$ cat config.mk
export PLATFORM = sky130hd
export DESIGN_NAME = conv_top
export DESIGN_NICKNAME = d
export VERILOG_FILES = /design/src/hw/conv_fmap_pkg.sv /design/src/hw/conv_kernel_pkg.sv /design/src/hw/line_buffer.sv /design/src/hw/pe_mult.sv /design/src/hw/sum_tree.sv /design/src/hw/conv_top.sv
export VERILOG_INCLUDE_DIRS = /design/src /design/src/hw
export SDC_FILE = /design/constraint.sdc
export NUM_CORES = 2
export LEC_CHECK = 0
export ABC_CLOCK_PERIOD_IN_PS = 9900
export BUFFER_PORTS_ARGS = -buffer_cell sky130_fd_sc_hd__buf_2
export CORE_MARGIN = 3
export CORE_UTILIZATION = 55
export CTS_BUF_LIST = sky130_fd_sc_hd__clkbuf_16
export DETAILED_ROUTE_END_ITERATION = 6
export GPL_ROUTABILITY_DRIVEN = 0
export MAX_ROUTING_LAYER = met4
export PLACE_DENSITY = 0.68
export SYNTH_ARGS = -nofsm -noshare
export SYNTH_HDL_FRONTEND = slang
export SYNTH_SLANG_ARGS = --single-unit
$ cat constraint.sdc
create_clock -name clk -period 9.9 [get_ports clk]
set_input_delay 1.485 -clock clk [delete_from_list [all_inputs] [get_ports clk]]
set_output_delay 1.485 -clock clk [all_outputs]
set_load 0.005 [all_outputs]
$ cat src/hw/conv_cfg.svh
`ifndef CONV_CFG_SVH
`define CONV_CFG_SVH

// ifmap row length in pixels
`define CONV_ROW_LEN 36

// kernel side, window is CONV_K x CONV_K
`define CONV_K 3

// signed data widths
`define CONV_PIX_W 8
`define CONV_WGT_W 8

// ofmap width, holds nine full-scale products
`define CONV_ACC_W 20

`endif

$ cat src/hw/conv_fmap_pkg.sv
`include "conv_cfg.svh"

package conv_fmap_pkg;

    // one ifmap pixel
    typedef logic signed [`CONV_PIX_W-1:0] pixel_t;

    // px[row][col], row 0 oldest, col 0 leftmost
    typedef struct packed {
        pixel_t [`CONV_K-1:0][`CONV_K-1:0] px;
    } window_t;

    // pixel times weight
    typedef logic signed [`CONV_PIX_W+`CONV_WGT_W-1:0] product_t;

    // p[row][col], same layout as the window
    typedef struct packed {
        product_t [`CONV_K-1:0][`CONV_K-1:0] p;
    } product_set_t;

    // reduced output value
    typedef logic signed [`CONV_ACC_W-1:0] ofmap_t;

endpackage

$ cat src/hw/conv_kernel_pkg.sv
`include "conv_cfg.svh"

package conv_kernel_pkg;

    // one kernel weight
    typedef logic signed [`CONV_WGT_W-1:0] weight_t;

    // w[row][col], indexed like the ifmap window
    typedef struct packed {
        weight_t [`CONV_K-1:0][`CONV_K-1:0] w;
    } kernel_t;

endpackage

$ cat src/hw/line_buffer.sv
`timescale 1ns/1ps
`include "conv_cfg.svh"

module line_buffer
    import conv_fmap_pkg::*;
(
    input  logic    clk,
    input  logic    arst_n,
    input  logic    frame_start,
    input  logic    pixel_valid,
    input  pixel_t  pixel_in,
    output window_t win,
    output logic    win_valid
);

    localparam int ROW_LEN = `CONV_ROW_LEN;
    localparam int K       = `CONV_K;
    localparam int COL_W   = $clog2(ROW_LEN);

    // index 0 is the oldest entry
    pixel_t [ROW_LEN-1:0] row_buf1;
    pixel_t [ROW_LEN-1:0] row_buf2;

    logic [COL_W-1:0] col_cnt;
    logic [1:0]       row_cnt;
    logic             at_window;

    // position of the pixel being accepted
    assign at_window = (row_cnt == 2'(K - 1)) && (col_cnt >= COL_W'(K - 1));

    // two chained rows, row_buf2 is fed from the tail of row_buf1
    always_ff @(posedge clk) begin
        if (pixel_valid) begin
            row_buf1 <= {pixel_in, row_buf1[ROW_LEN-1:1]};
            row_buf2 <= {row_buf1[0], row_buf2[ROW_LEN-1:1]};
        end
    end

    // window slides left by one column per pixel
    always_ff @(posedge clk) begin
        if (pixel_valid) begin
            for (int i = 0; i < K; i++) begin
                for (int j = 0; j < K - 1; j++) begin
                    win.px[i][j] <= win.px[i][j+1];
                end
            end
            // taps hold the same column from one and two rows back
            win.px[0][K-1] <= row_buf2[0];
            win.px[1][K-1] <= row_buf1[0];
            win.px[2][K-1] <= pixel_in;
        end
    end

    always_ff @(posedge clk or negedge arst_n) begin
        if (!arst_n) begin
            col_cnt   <= '0;
            row_cnt   <= '0;
            win_valid <= 1'b0;
        end else begin
            win_valid <= pixel_valid && at_window;
            if (frame_start) begin
                col_cnt <= '0;
                row_cnt <= '0;
            end else if (pixel_valid) begin
                if (col_cnt == COL_W'(ROW_LEN - 1)) begin
                    col_cnt <= '0;
                    // saturate, only rows 2 and up matter
                    if (row_cnt != 2'(K - 1)) begin
                        row_cnt <= row_cnt + 2'd1;
                    end
                end else begin
                    col_cnt <= col_cnt + 1'b1;
                end
            end
        end
    end

    a_frame_start_alone: assert property (
        @(posedge clk) disable iff (!arst_n)
        !(frame_start && pixel_valid)
    ) else $error("frame_start seen together with pixel_valid");

    a_col_in_row: assert property (
        @(posedge clk) disable iff (!arst_n)
        col_cnt < COL_W'(ROW_LEN)
    ) else $error("column count past row length: %0d", col_cnt);

endmodule

$ cat src/hw/pe_mult.sv
`timescale 1ns/1ps
`include "conv_cfg.svh"

module pe_mult
    import conv_fmap_pkg::*;
    import conv_kernel_pkg::*;
(
    input  logic         clk,
    input  logic         arst_n,
    input  logic         weight_en,
    input  kernel_t      kernel_in,
    input  window_t      win,
    input  logic         win_valid,
    output product_set_t prod,
    output logic         prod_valid
);

    localparam int K = `CONV_K;

    kernel_t kern_q;

    always_ff @(posedge clk) begin
        if (weight_en) begin
            kern_q <= kernel_in;
        end
    end

    // nine signed multiplies, only on a valid window
    always_ff @(posedge clk) begin
        if (win_valid) begin
            for (int i = 0; i < K; i++) begin
                for (int j = 0; j < K; j++) begin
                    prod.p[i][j] <= product_t'($signed(win.px[i][j]))
                                  * product_t'($signed(kern_q.w[i][j]));
                end
            end
        end
    end

    always_ff @(posedge clk or negedge arst_n) begin
        if (!arst_n) begin
            prod_valid <= 1'b0;
        end else begin
            prod_valid <= win_valid;
        end
    end

    // kernel must be settled before windows reach this stage
    a_no_reload_in_flight: assert property (
        @(posedge clk) disable iff (!arst_n)
        !(weight_en && win_valid)
    ) else $error("kernel reloaded while a window is in flight");

endmodule

$ cat src/hw/sum_tree.sv
`timescale 1ns/1ps
`include "conv_cfg.svh"

module sum_tree
    import conv_fmap_pkg::*;
(
    input  logic         clk,
    input  logic         arst_n,
    input  product_set_t prod,
    input  logic         prod_valid,
    output ofmap_t       ofmap_out,
    output logic         ofmap_valid
);

    localparam int K = `CONV_K;
    localparam int N = K * K;

    ofmap_t ext [N];
    ofmap_t lvl1 [4];
    ofmap_t lvl2 [2];
    ofmap_t total;

    always_comb begin
        for (int i = 0; i < K; i++) begin
            for (int j = 0; j < K; j++) begin
                ext[i*K+j] = ofmap_t'(prod.p[i][j]);
            end
        end
    end

    // pairs first, last product joins at the top
    always_comb begin
        for (int k = 0; k < 4; k++) begin
            lvl1[k] = ext[2*k] + ext[2*k+1];
        end
        lvl2[0] = lvl1[0] + lvl1[1];
        lvl2[1] = lvl1[2] + lvl1[3];
        total   = (lvl2[0] + lvl2[1]) + ext[N-1];
    end

    always_ff @(posedge clk) begin
        if (prod_valid) begin
            ofmap_out <= total;
        end
    end

    always_ff @(posedge clk or negedge arst_n) begin
        if (!arst_n) begin
            ofmap_valid <= 1'b0;
        end else begin
            ofmap_valid <= prod_valid;
        end
    end

    a_ofmap_known: assert property (
        @(posedge clk) disable iff (!arst_n)
        ofmap_valid |-> !$isunknown(ofmap_out)
    ) else $error("ofmap_out has unknown bits while valid");

endmodule

$ cat src/hw/conv_top.sv
`timescale 1ns/1ps

module conv_top
    import conv_fmap_pkg::*;
    import conv_kernel_pkg::*;
(
    input  logic    clk,
    input  logic    arst_n,
    input  logic    frame_start,
    input  logic    pixel_valid,
    input  pixel_t  pixel_in,
    input  logic    weight_en,
    input  kernel_t kernel_in,
    output ofmap_t  ofmap_out,
    output logic    ofmap_valid
);

    window_t      win;
    logic         win_valid;
    product_set_t prod;
    logic         prod_valid;

    // window forming, one edge after the accepted pixel
    line_buffer u_line_buffer (
        .clk         (clk),
        .arst_n      (arst_n),
        .frame_start (frame_start),
        .pixel_valid (pixel_valid),
        .pixel_in    (pixel_in),
        .win         (win),
        .win_valid   (win_valid)
    );

    pe_mult u_pe_mult (
        .clk        (clk),
        .arst_n     (arst_n),
        .weight_en  (weight_en),
        .kernel_in  (kernel_in),
        .win        (win),
        .win_valid  (win_valid),
        .prod       (prod),
        .prod_valid (prod_valid)
    );

    // result lands three edges after the completing pixel
    sum_tree u_sum_tree (
        .clk         (clk),
        .arst_n      (arst_n),
        .prod        (prod),
        .prod_valid  (prod_valid),
        .ofmap_out   (ofmap_out),
        .ofmap_valid (ofmap_valid)
    );

endmodule

**Word level (Yosys, flattened, before mapping)**

Cells that the tools add are included.

- Bits in registers: 847
- Output and inout bits: 21
- Word-level logic and storage cells: 135

- $add $sub $neg: 10
- Multipliers: 9
- Order comparisons: 1
- Equality and inequality tests: 3
- Mux-type cells: 7
- Reduce and logical (&&, ||, !) cells: 6

Operator list:

| kind | count |
|---|---|
| multiplier 8 x 8 -> 16 bit | 9 |
| adder 16 x 16 -> 17 bit | 4 |
| adder 20 bit | 3 |
| adder 20 x 16 -> 20 bit | 1 |
| two-way mux 6 bit | 3 |
| two-way mux 2 bit | 4 |
| adder 6 x 1 -> 6 bit (second input constant) | 1 |
| == test 6 bit (second input constant) | 1 |
| greater-or-equal comparator 6 x 2 -> 1 bit (second input constant) | 1 |
| nonzero test 2 bit | 3 |
| AND reduction 3 bit | 1 |
| adder 2 x 1 -> 2 bit (second input constant) | 1 |
| == test 2 bit (second input constant) | 1 |
| logical AND 1 bit | 2 |
| inequality test 2 bit (second input constant) | 1 |

**Logic depth before layout (Yosys ltp)**

- Word-level depth: 5
- Gate-level depth with buffers: 22

**By module**

A second synthesis with hierarchy kept.

- Cells, all modules: 3882
- Area total of the unflattened synthesis: 52301.4 µm²

Modules (own cells, without submodules):

| module | instances | cells an instance | area each (µm²) | seq. area each (µm²) |
|---|---|---|---|---|
| pe_mult | 1 | 2741 | 28863.9 | 6511.2 |
| line_buffer | 1 | 700 | 18863.1 | 18242.5 |
| sum_tree | 1 | 441 | 4574.4 | 625.6 |

**Worst setup path before layout**

OpenSTA, ideal clock, no wires.

- Kind: register -> register
- Start: reg, netlist name u_pe_mult.prod[64]
- End: reg u_sum_tree.ofmap_out[19], data pin
- Library setup time: 264 ps
- Arrival time: 5014 ps
- Data required time: 9636 ps
- Slack: 4622 ps
- Stages on the path, launching flop included: 21
- Buffers on the path: 0
- Path through: edfxtp_1 ha_1 fa_1 a211oi_1 o21ai_0 a31oi_2 nor3_1 a211o_1 xor2_1 fa_1 inv_1 fa_1 inv_1 fa_1 ha_1 nand2_1 nor2_1 nand2_1 o311a_1 a211oi_1 xnor2_1

- Word-level cells in the longest chain between the ends: 4

Ends and longest elaborated chain:

| element | RTL line | text |
|---|---|---|
| adder 16 x 16 -> 17 bit | sum_tree.sv:34 | `lvl1[k] = ext[2*k] + ext[2*k+1];` |
| adder 20 bit | sum_tree.sv:37 | `lvl2[1] = lvl1[2] + lvl1[3];` |
| adder 20 bit | sum_tree.sv:38 | `total = (lvl2[0] + lvl2[1]) + ext[N-1];` |
| adder 20 x 16 -> 20 bit | sum_tree.sv:38 |  |
| named net u_sum_tree.total[19] | sum_tree.sv:21 | `ofmap_t total;` |
| to (signal assigned) | sum_tree.sv:43 | `ofmap_out <= total;` |
| to (decl) | sum_tree.sv:11 | `output ofmap_t ofmap_out,` |

The timed path passes the listed nets, and every way through them passes these cells.
A chain may end at the register's enable or synchronous reset.

**Worst setup path after layout**

- Start: reg, netlist name u_pe_mult.prod[64]
- End: reg u_sum_tree.ofmap_out[19], data pin

- Word-level cells in the longest chain between the ends: 4

Ends and longest elaborated chain:

| element | RTL line |
|---|---|
| adder 16 x 16 -> 17 bit | sum_tree.sv:34 |
| adder 20 bit | sum_tree.sv:37 |
| adder 20 bit | sum_tree.sv:38 |
| adder 20 x 16 -> 20 bit | sum_tree.sv:38 |
| named net u_sum_tree.total[19] | sum_tree.sv:21 |

The timed path passes the listed nets, and every way through them passes these cells.

==> metrics.md <==
| Metric | Value |
|---|---|
| Largest net degree at the start of global routing | `165` |
| Post-layout nets | `5129` |
| Worst Setup Path Type | `register to register` |
| Final setup viols | `0` |
| Sequential cell area | `0.0254 mm^2` |
| GRT Resource Usage Total | `20.6%` |
| DR iter-0 viols | `1935` |
| Synthesized area | `0.0527 mm^2` |
| Max IR drop VDD | `0.459 mV` |
| Port Buffers | `105` |
| Core Box Area | `0.0942 mm^2` |
| Delay-heaviest family, CP | `adder cells` |
| Mean Syn Cell Area | `13.3 um^2` |
| CTS tree | `built` |
| Cell repeated most along the worst path | `fa_1` |
| Top cells by area, synth | `edfxtp_1 (48%), fa_1 (21%), ha_1 (8.3%)` |
| Cells after synthesis | `3953` |
| Vias | `roughly 29000` |
| Sequential share of the synthesized area | `between 40% and 50%` |
| Status | `completed` |
| Critical Path Start Type | `register` |
| Slew Limit Fails | `0` |
| Drt total wl | `~94000 um` |
| Minimum clock period | `5.87 ns` |
| Total gr overflow | `0` |
| Drt pass-1 iters | `6` |
| Worst min path class | `register to register` |
| Layout area overhead | `9.51%` |
| First-pass GRT wire length | `approximately 160000 um` |
| Reg clk slew, reported paths | `~0.06 ns` |
| Post-DRT Antenna Nets | `0` |
| Data arrival, critical path | `6.28 ns` |
| Initial antenna violation count | `4` |
| Worst-path cell chain | `ha_1 > fa_1 > a211oi_1 > o21ai_0 > a31oi_2 > nor3_1 > a211o_1 > xor2_1 > fa_1 > inv_1 > fa_1 > inv_1 > fa_1 > ha_1 > nand2_1 > nor2_1 > nand2_1 > o311a_1 > a211oi_1 > xnor2_1` |
| Critical Path RT | `10.32 ns` |
| Pleak | `23.7 nW` |
| Die area | `0.0996 mm^2` |
| CTS resizes | `0` |
| Clock latency on the worst-skew pair | `slightly below 0.7 ns` |
| Count of different cell masters after synthesis | `a little over 80` |
| PD cells | `309 mW/mm^2` |
| H-Tree Level Count | `3` |
| Post-CTS setup buffer count | `0` |
| Average vias per placed instance | `approximately 5.3` |
| Fin area | `0.0577 mm^2` |
| Synth Flop Type | `edfxtp_1` |
| Syn nets | `4938` |
| WL/cell | `17.1 um` |
| Period utilisation layout | `59.3%` |
| Vias in the first global route | `between 20000 and 30000` |
| Fill cells | `7373` |
| HPWL after DPL | `69200 um` |
| Setup TNS | `0 ns` |
| Worst setup EP type | `register` |
| Yosys warning count | `0` |
| Area of the multi-input gates | `0.0246 mm^2` |
| Clk_skew | `0.0377 ns` |
| Hold-fix buffers, CTS | `0` |
| CP max stage cell | `fa_1` |
| Asr flop ratio synth | `~1.3%` |
| Num ports | `106` |
| Power Total | `0.0178 W` |
| Final hold viol count | `0` |
| Post-synth top area share | `between 40% and 50%` |
| Rel. slew slack | `between 20% and 30%` |
| Post-Place Cell Area | `0.0548 mm^2` |
| Initial Util | `about 56%` |
| Most common cell in the netlist | `edfxtp_1` |
| Crit path buf inv count | `2` |
| TritonCTS Buffers | `89` |
| # DRC | `0` |
| MaxCap Viol Count | `0` |
| Register bit total from synthesis | `847` |
| Die height | `316 um` |
| Worst slew pin tran | `1.13 ns` |
| CTS root buffer | `clkbuf_16` |
| Width of the die | `316 um` |
| Yosys top cell by area | `edfxtp_1` |
| Share of layout cells above drive strength 1 | `~6.6%` |
| Critical path fanouts, max | `5` |
| Standard-cell row count | `112` |
| Number of synthesized flops with an enable pin | `836` |
| Reg2reg setup slack | `4.03 ns` |
| RSZ-0062 raised after global routing | `false` |
| CP max stage delay | `0.50 ns` |
| Num Clock Sinks | `847` |
| Clock buffer depth | `3` |
| Fmax | `170 MHz` |
| Post-synth top cells | `edfxtp_1 (836), inv_1 (707), fa_1 (552)` |
## metrics by stage
step / hold slack, ns / std cells / util, % / worst slack, ns
after floorplan: 0.400 / 3953 / - / 4.62
after global placement: 0.401 / 5307 / 58.2 / 4.19
after detailed placement: 0.405 / 5307 / 58.2 / 4.10
after CTS: 0.408 / 5466 / 61.3 / 4.07
after global routing: 0.419 / 5470 / 61.3 / 3.72
final: 0.400 / 5470 / 61.3 / 4.03
## sequential cells by signal, indices dropped and copies added, names as in the netlist
register                 cells
u_line_buffer.row_buf2     288
u_line_buffer.win_valid      1
u_line_buffer.col_cnt        6
u_line_buffer.row_cnt        2
u_pe_mult.kern_q            72
u_line_buffer.row_buf1     288
u_line_buffer.win           24
u_sum_tree.ofmap_out        20
u_sum_tree.ofmap_valid       1
u_pe_mult.prod_valid         1
u_pe_mult.prod             144
## cell families (layout without fill, tap and decap cells)
group,Yosys count,in the layout,synth area share [%]
AOI/OAI and AO/OA,353,353,4.62
xor gates and xnor gates,198,198,3.29
adders and majority gates,900,900,29.2
buffers and inverters,720,979,5.14
DFF,847,847,48.1
muxes,7,7,0.140
other,0,4,0
and+or+nand+nor,928,928,9.45
## where the power goes
part           internal, W  switching, W
Clock              0.00185       0.00140
Combinational      0.00415       0.00547
Sequential         0.00477      0.000195
Total               0.0108       0.00706
## metal layers
metal  wire [um]  global-route usage, %  vias up
li1            -                      -    13597
met1       43200                   29.0    14466
met2       44500                   31.8      566
met5           0                      -        -
met4        2020                   5.40        0
met3        4070                   3.11      127
## final timing paths
kind                       depth (start not counted)                        start                           to
setup / recovery                                  20           u_pe_mult.prod[64]     u_sum_tree.ofmap_out[19]
hold / removal                                     0  u_line_buffer.row_buf2[112]  u_line_buffer.row_buf2[104]
setup reg to reg                                  20           u_pe_mult.prod[64]     u_sum_tree.ofmap_out[19]
hold reg to reg                                    0  u_line_buffer.row_buf2[112]  u_line_buffer.row_buf2[104]
max in group asynchronous                          1                       arst_n      u_line_buffer.win_valid
min in group asynchronous                          1                       arst_n       u_sum_tree.ofmap_valid
## cells in the final DEF (no fill, tap or decap), types with 5 or more instances in the layout
cell        Yosys  routed
nor4_1          6       6
a41oi_1         6       6
clkbuf_16       0      90
a21o_1         29      29
bufinv_16       0       7
dfrtp_1        11      10
clkinv_1        0      10
nand3b_1        7       7
nand4_1         7       7
nor3b_1         5       5
buf_4           1       8
fa_1          552     552
or4_1           6       6
xnor2_1       171     171
a21oi_1        85      85
a2111oi_0       8       8
ha_1          348     348
nand2b_1       67      67
clkinv_2        0      15
nand2_1       201     201
xor2_1         27      27
o21ai_0        76      76
nor2b_1        33      33
clkinvlp_4      0       9
inv_1         707     724
and2_1        349     349
a31oi_1         6       6
o21a_1         20      20
and3_1         13      13
nor2_1        118     118
o21bai_1       15      15
nand3_1        27      27
o211ai_1       13      13
edfxtp_1      836     836
o21ai_1         6       6
nor3_1         60      60
buf_2           1     103
a211oi_1       32      32
## final cells by class
type                       count  area share (%)
sequential                   847            44.0
multi-input combinational   2386            42.7
inverter                     707            4.60
clock buffer                  90            3.90
tap                         1254            2.72
clock inverter                69            1.08
timing repair buffer         113            1.06
antenna                        4          0.0173
No activity file was read; power rests on OpenSTA's default activity.
